[src/design/nes_pad_pkg.sv]
`default_nettype none

package nes_pad_pkg;

  // button levels, one bit each, as the console reads them:
  // bit 0 A, 1 B, 2 select, 3 start, 4 up, 5 down, 6 left, 7 right
  typedef logic [7:0] pad_bits_t;

  // full serial report of one port, bit 0 goes out first
  // byte 0 primary pad, byte 1 second pad, byte 2 signature
  typedef logic [23:0] report_t;

  // multitap signature bytes, third byte of each report
  localparam logic [7:0] MULTITAP_SIG_PORT1 = 8'h08;
  localparam logic [7:0] MULTITAP_SIG_PORT2 = 8'h04;

  // upper two bytes without multitap
  // a plain pad reads as all ones after its eighth bit
  localparam logic [15:0] NO_TAP_FILL = 16'hFFFF;

endpackage

`default_nettype wire

[src/design/nes_system_pkg.sv]
`default_nettype none

package nes_system_pkg;

  // cartridge description from the game loader
  // mapper number in the low byte, board options above it
  typedef logic [63:0] mapper_flags_t;

  // battery backed save present on the board
  localparam int HAS_SAVE_BIT = 25;

  // idle loader cycles still to wait after a download
  typedef logic [7:0] hold_count_t;

endpackage

`default_nettype wire

[src/design/controller_config.sv]
`default_nettype none

module controller_config (
  input  wire logic                   clk_ppu_21_47,
  input  wire logic                   reset_nes,
  input  wire logic                   cfg_write,
  input  wire logic                   cfg_multitap,
  input  wire logic                   cfg_swap,
  input  wire nes_pad_pkg::pad_bits_t pad_p1,
  input  wire nes_pad_pkg::pad_bits_t pad_p2,
  input  wire nes_pad_pkg::pad_bits_t pad_p3,
  input  wire nes_pad_pkg::pad_bits_t pad_p4,
  output nes_pad_pkg::pad_bits_t      port1_primary,
  output nes_pad_pkg::pad_bits_t      port1_second,
  output nes_pad_pkg::pad_bits_t      port2_primary,
  output nes_pad_pkg::pad_bits_t      port2_second,
  output logic                        multitap_on
);

  logic multitap_q;
  logic swap_q;

  // both bits written together
  always_ff @(posedge clk_ppu_21_47) begin
    if (reset_nes) begin
      multitap_q <= 1'b0;
      swap_q     <= 1'b0;
    end else if (cfg_write) begin
      multitap_q <= cfg_multitap;
      swap_q     <= cfg_swap;
    end
  end

  // swap trades the two primary pads only
  assign port1_primary = swap_q ? pad_p2 : pad_p1;
  assign port2_primary = swap_q ? pad_p1 : pad_p2;

  // multitap pads stay on their own port
  assign port1_second = pad_p3;
  assign port2_second = pad_p4;

  assign multitap_on = multitap_q;

endmodule

`default_nettype wire

[src/design/joypad_port.sv]
`default_nettype none

module joypad_port #(
  parameter logic [7:0] PORT_SIGNATURE = nes_pad_pkg::MULTITAP_SIG_PORT1
) (
  input  wire logic                   clk_ppu_21_47,
  input  wire logic                   reset_nes,
  input  wire nes_pad_pkg::pad_bits_t primary_pad,
  input  wire nes_pad_pkg::pad_bits_t second_pad,
  input  wire logic                   multitap_on,
  input  wire logic                   latch,
  input  wire logic                   port_clock,
  output logic                        serial_data
);

  import nes_pad_pkg::*;

  report_t report;
  report_t load_value;
  logic    last_clock;
  logic    clock_fall;

  // report as the console will see it, low byte first
  always_comb begin
    if (multitap_on) begin
      load_value = {PORT_SIGNATURE, second_pad, primary_pad};
    end else begin
      load_value = {NO_TAP_FILL, primary_pad};
    end
  end

  // the core drops the clock line to advance to the next bit
  assign clock_fall = !port_clock && last_clock;

  always_ff @(posedge clk_ppu_21_47) begin
    if (reset_nes) begin
      report     <= '0;
      last_clock <= 1'b0;
    end else begin
      last_clock <= port_clock;
      // a falling edge takes priority over a held latch
      if (clock_fall) begin
        report <= {1'b0, report[$bits(report_t)-1:1]};
      end else if (latch) begin
        report <= load_value;
      end
    end
  end

  assign serial_data = report[0];

endmodule

`default_nettype wire

[src/design/load_reset_sequencer.sv]
`default_nettype none

module load_reset_sequencer #(
  parameter int DOWNLOAD_HOLD_CYCLES = 255
) (
  input  wire logic                          clk_ppu_21_47,
  input  wire logic                          reset_nes,
  input  wire logic                          downloading,
  input  wire logic                          loader_busy,
  input  wire logic                          loader_done,
  input  wire logic                          loader_fail,
  input  wire logic                          hold_reset,
  input  wire nes_system_pkg::mapper_flags_t loader_flags,
  output logic                               core_reset,
  output logic                               loader_reset,
  output nes_system_pkg::mapper_flags_t      mapper_flags,
  output logic                               has_save
);

  import nes_system_pkg::*;

  logic        init_done;
  hold_count_t hold_cnt;
  logic        hold_active;
  logic        last_downloading;
  logic        download_rise;

  // core stays in reset until the first download is seen
  always_ff @(posedge clk_ppu_21_47) begin
    if (reset_nes) begin
      init_done <= 1'b0;
    end else if (downloading) begin
      init_done <= 1'b1;
    end
  end

  // restart the wait for the whole download,
  // count only while the loader sits idle
  always_ff @(posedge clk_ppu_21_47) begin
    if (reset_nes) begin
      hold_cnt <= '0;
    end else if (downloading) begin
      hold_cnt <= hold_count_t'(DOWNLOAD_HOLD_CYCLES);
    end else if (!loader_busy && hold_active) begin
      hold_cnt <= hold_cnt - hold_count_t'(1);
    end
  end

  assign hold_active   = (hold_cnt != '0);
  assign download_rise = downloading && !last_downloading;

  // loader kept in reset once the hold has run out,
  // pulsed again at the start of every download
  always_ff @(posedge clk_ppu_21_47) begin
    if (reset_nes) begin
      last_downloading <= 1'b0;
      loader_reset     <= 1'b1;
    end else begin
      last_downloading <= downloading;
      loader_reset     <= !hold_active || download_rise;
    end
  end

  assign core_reset = !init_done || hold_active || loader_fail || hold_reset;

  // cartridge description for the rest of the system
  always_ff @(posedge clk_ppu_21_47) begin
    if (reset_nes) begin
      mapper_flags <= '0;
    end else if (loader_done) begin
      mapper_flags <= loader_flags;
    end
  end

  assign has_save = mapper_flags[HAS_SAVE_BIT];

endmodule

`default_nettype wire

[src/design/nes_io_top.sv]
`default_nettype none

module nes_io_top #(
  parameter int DOWNLOAD_HOLD_CYCLES = 255
) (
  input  wire logic                          clk_ppu_21_47,
  input  wire logic                          reset_nes,
  input  wire nes_pad_pkg::pad_bits_t        pad_p1,
  input  wire nes_pad_pkg::pad_bits_t        pad_p2,
  input  wire nes_pad_pkg::pad_bits_t        pad_p3,
  input  wire nes_pad_pkg::pad_bits_t        pad_p4,
  input  wire logic                          cfg_write,
  input  wire logic                          cfg_multitap,
  input  wire logic                          cfg_swap,
  input  wire logic                          joypad_latch,
  input  wire logic [1:0]                    joypad_clock,
  input  wire logic                          downloading,
  input  wire logic                          loader_busy,
  input  wire logic                          loader_done,
  input  wire logic                          loader_fail,
  input  wire logic                          hold_reset,
  input  wire nes_system_pkg::mapper_flags_t loader_flags,
  output wire logic                          joypad1_data,
  output wire logic                          joypad2_data,
  output wire logic                          core_reset,
  output wire logic                          loader_reset,
  output wire nes_system_pkg::mapper_flags_t mapper_flags,
  output wire logic                          has_save
);

  import nes_pad_pkg::*;

  pad_bits_t port1_primary;
  pad_bits_t port1_second;
  pad_bits_t port2_primary;
  pad_bits_t port2_second;
  logic      multitap_on;

  controller_config config_regs (
    .clk_ppu_21_47(clk_ppu_21_47),
    .reset_nes    (reset_nes),
    .cfg_write    (cfg_write),
    .cfg_multitap (cfg_multitap),
    .cfg_swap     (cfg_swap),
    .pad_p1       (pad_p1),
    .pad_p2       (pad_p2),
    .pad_p3       (pad_p3),
    .pad_p4       (pad_p4),
    .port1_primary(port1_primary),
    .port1_second (port1_second),
    .port2_primary(port2_primary),
    .port2_second (port2_second),
    .multitap_on  (multitap_on)
  );

  // both ports share the latch line, each has its own clock
  joypad_port #(
    .PORT_SIGNATURE(MULTITAP_SIG_PORT1)
  ) port1 (
    .clk_ppu_21_47(clk_ppu_21_47),
    .reset_nes    (reset_nes),
    .primary_pad  (port1_primary),
    .second_pad   (port1_second),
    .multitap_on  (multitap_on),
    .latch        (joypad_latch),
    .port_clock   (joypad_clock[0]),
    .serial_data  (joypad1_data)
  );

  joypad_port #(
    .PORT_SIGNATURE(MULTITAP_SIG_PORT2)
  ) port2 (
    .clk_ppu_21_47(clk_ppu_21_47),
    .reset_nes    (reset_nes),
    .primary_pad  (port2_primary),
    .second_pad   (port2_second),
    .multitap_on  (multitap_on),
    .latch        (joypad_latch),
    .port_clock   (joypad_clock[1]),
    .serial_data  (joypad2_data)
  );

  load_reset_sequencer #(
    .DOWNLOAD_HOLD_CYCLES(DOWNLOAD_HOLD_CYCLES)
  ) sequencer (
    .clk_ppu_21_47(clk_ppu_21_47),
    .reset_nes    (reset_nes),
    .downloading  (downloading),
    .loader_busy  (loader_busy),
    .loader_done  (loader_done),
    .loader_fail  (loader_fail),
    .hold_reset   (hold_reset),
    .loader_flags (loader_flags),
    .core_reset   (core_reset),
    .loader_reset (loader_reset),
    .mapper_flags (mapper_flags),
    .has_save     (has_save)
  );

endmodule

`default_nettype wire

[config.mk]
export PLATFORM = sky130hd
export DESIGN_NAME = nes_io_top
export DESIGN_NICKNAME = d
export VERILOG_FILES = /design/src/design/nes_pad_pkg.sv /design/src/design/nes_system_pkg.sv /design/src/design/controller_config.sv /design/src/design/joypad_port.sv /design/src/design/load_reset_sequencer.sv /design/src/design/nes_io_top.sv
export SDC_FILE = /design/constraint.sdc
export NUM_CORES = 1
export LEC_CHECK = 0
export ABC_AREA = 0
export BUFFER_PORTS_ARGS = -buffer_cell sky130_fd_sc_hd__buf_2
export CAP_MARGIN = 10
export CELL_PAD_IN_SITES_DETAIL_PLACEMENT = 0
export CELL_PAD_IN_SITES_GLOBAL_PLACEMENT = 1
export CORE_ASPECT_RATIO = 1.75
export CORE_MARGIN = 2
export CORE_UTILIZATION = 30
export CTS_CLUSTER_DIAMETER = 150
export CTS_CLUSTER_SIZE = 40
export DETAILED_ROUTE_END_ITERATION = 16
export GPL_TIMING_DRIVEN = 0
export PLACE_DENSITY_LB_ADDON = 0.3
export SYNTH_ARGS = -nofsm -noshare
export SYNTH_HDL_FRONTEND = slang
export SYNTH_HIERARCHICAL = 1
export SYNTH_SLANG_ARGS = --single-unit
export TNS_END_PERCENT = 5
[constraint.sdc]
create_clock -name clk_ppu_21_47 -period 4 [get_ports clk_ppu_21_47]
set_input_delay 0.4 -clock clk_ppu_21_47 [delete_from_list [all_inputs] [get_ports clk_ppu_21_47]]
set_output_delay 0.4 -clock clk_ppu_21_47 [all_outputs]
set_load 0.02 [all_outputs]
==> out/qor.yml <==
skew_ns: 0.00676
leakage_nw: 3.32
ys_seq_elements: 127
grt_max_degree: 17
place_congestion: 0.778
synth_edf_count: 0
arrival_ns: 2.33
port-buffer-count: 159
path_cells: "inv_1 > ha_1 > nor3b_1 > nand2_1 > or4b_1 > buf_2"
viasPerCell: 4.62
setup_violations: 0
dp_hpwl_mm: 10.4
layout_setup_ws_ns: 1.27
io_pins: 178
syn-num-nets: 636
dr_total_vias: 4373
grt_pass1_wl_mm: 22.6
slew_violations: 0
cp_max_fo: 6
cts_tree: "done"
path_buf_inv: 2
hp-class: "input port to flip-flop"
diodes: 0
irDropWorstVdd_uv: 249
critPathSlowestCell: "nor3b_1"
drc: 0
cts_sinks: 127
die_area_um2: 18800
coreArea_um2: 17400
first_pass_iters: 4
cts.repair.resized: 0
fin_util_pct: 40.5
crit_type: "flip-flop to output pin"
grt_overflow: 0
ctsHoldBuffers: 0
drtIter0Drc: 84
rows: 64
ys_seq_area_share_pct: 48.0
fin_tns_setup_ns: 0
first_global_vias: 4578
cts_buffers: 17
postCtsSetupBuffers: 0
cts-htree-levels: 4
cts_buffer_depth: 2
final_cell_area_um2: 7040
status: "finished clean"
fin_nets: 814
drv_cap: 0
hold_violations: 0
grt_usage_pct: 15.1
syn_area_um2: 5300
synth_ff_type: "dfxtp_1"
area_delta_synth_final_pct: 32.8
worst_pin_slew_ns: 0.605
finalCriticalPeriod_ns: 2.73
clkTransAtPathRegs_ns: 0.06
cp_top_family: "simple AND/OR/NAND/NOR gates"
hold-worst-slack_ns: 0.220
drt-total-wl_mm: 13.7
rsz0062_at_grt: "false"
cp-start-kind: "flip-flop"
period_share_pct: 68.2
die_height_um: 180
syn_inst: 525
p_per_area_nw_per_um2: 504
ant_nets: 0
cp.required_ns: 3.60
placed_area_um2: 6390
clkLatencyLatePin_ns: 0.41
dp_slack_ns: 1.70
fmax_mhz: 367
layout-drive-gt1-share_pct: 37.2
crit_path_max_incr_delay_ns: 0.49
cp-end-kind: "output pin"
initial_core_util_pct: 30.5
ys_async_sr_fraction_pct: 0
syn_avg_cell_area_um2: 10.1
ys_types: 38
yosys_warnings: 6
wl_per_cell_um: 14.5
antenna_found_initial: 0
cts_root_buffer: "clkbuf_16"
slew_headroom_pct: 59.7
die_w_um: 104
-- sequential cells by signal (all words and copies together), names as in the netlist --
signal and flops:
port1/last_clock 1, port1/report 24, config_regs/multitap_on 1, sequencer/hold_cnt 8, port2/report 24, sequencer/last_downloading 1
port2/last_clock 1, config_regs/swap_q 1, sequencer/mapper_flags 64, sequencer/loader_reset 1, sequencer/init_done 1
-- per-layer routing --
layer  routed length (um)  global-route usage, %  vias to the layer above
li1                     -                      -                     2171
met1                 5170                   15.2                     2046
met2                 7380                   28.1                      140
met3                  891                   4.64                       16
met4                  255                   6.43                        0
met5                    0                      0                        -
-- cell type report --
cell class,instances,area [um2]
Clock inverter,14,214
Buffer,56,368
Clock buffer,18,439
Timing Repair Buffer,159,796
Sequential cell,127,2540
Tap cell,231,289
Fill cell,1769,10300
Inverter,4,15.0
Multi-Input combinational cell,338,2380
-- final timing paths --
| check | slack (ns) | to | startpoint | depth (start not counted) |
|---|---|---|---|---|
| setup / recovery | 1.27 | core_reset | sequencer/hold_cnt[0] | 6 |
| hold / removal | 0.22 | sequencer/mapper_flags[5] | loader_flags[5] | 3 |
| setup reg to reg | 2.16 | sequencer/hold_cnt[4] | sequencer/hold_cnt[0] | 6 |
| hold reg to reg | 0.44 | sequencer/loader_reset | sequencer/last_downloading | 1 |
-- through the flow --
step                      cells  total power [mW]
after floorplan             525              1.72
after global placement      915              1.86
after detailed placement    915              1.87
after CTS                   947              3.60
after global routing        947              3.70
final                       947              3.54
-- Yosys cell counts, types with 3 or more instances --
cell type | n | area, um2
a211oi_1 | 10 | 75.1
dfxtp_1 | 127 | 2540
o211ai_1 | 13 | 97.6
mux2_2 | 7 | 78.8
mux2i_1 | 83 | 831
inv_1 | 3 | 11.3
a21oi_1 | 35 | 175
nor3_1 | 7 | 35.0
nor2b_1 | 3 | 18.8
nand2_1 | 31 | 116
mux2_4 | 9 | 135
buf_2 | 14 | 70.1
clkbuf_1 | 12 | 45.0
xnor2_1 | 4 | 35.0
buf_4 | 25 | 188
a211oi_2 | 8 | 100
o221ai_1 | 16 | 140
nor2_1 | 91 | 342
-- cells in the final DEF (no fill, tap or decap), types with 8 or more instances in the layout --
master	instances
nor2_1	91
buf_2	173
a21oi_1	35
nand2_1	31
a211oi_1	10
mux2i_1	83
mux2_4	9
buf_4	25
clkbuf_16	17
o221ai_1	16
clkbuf_1	12
a211oi_2	8
dfxtp_1	127
o211ai_1	13
-- worst register-to-register path, delay by kind of cell (launching register included) --
kind	cells	cell delay [ns]
flops	1	0.33
fa+ha+maj	1	0.17
buf+inv	1	0.10
simple gates	1	0.49
compound gates	3	0.62
-- kinds of logic (layout without fill, tap and decap cells) --
group                    count (synthesis)  in the layout  share of synthesized area (%)
AND/OR/NAND/NOR                        147            147                           12.3
flip-flops                             127            127                           48.0
multiplexers                            99             99                           19.7
AO/OA/AOI/OAI                           86             86                           11.6
buffers and inverters                   60            251                           7.22
XOR/XNOR                                 4              4                          0.661
adder cells (fa/ha/maj)                  2              2                          0.472
-- report_power, final --
group	switching, mW	internal, mW
logic	0.231	0.203
clock network	0.581	1.12
registers	0.0507	1.36
total	0.862	2.68
No activity file was read; power rests on OpenSTA's default activity.
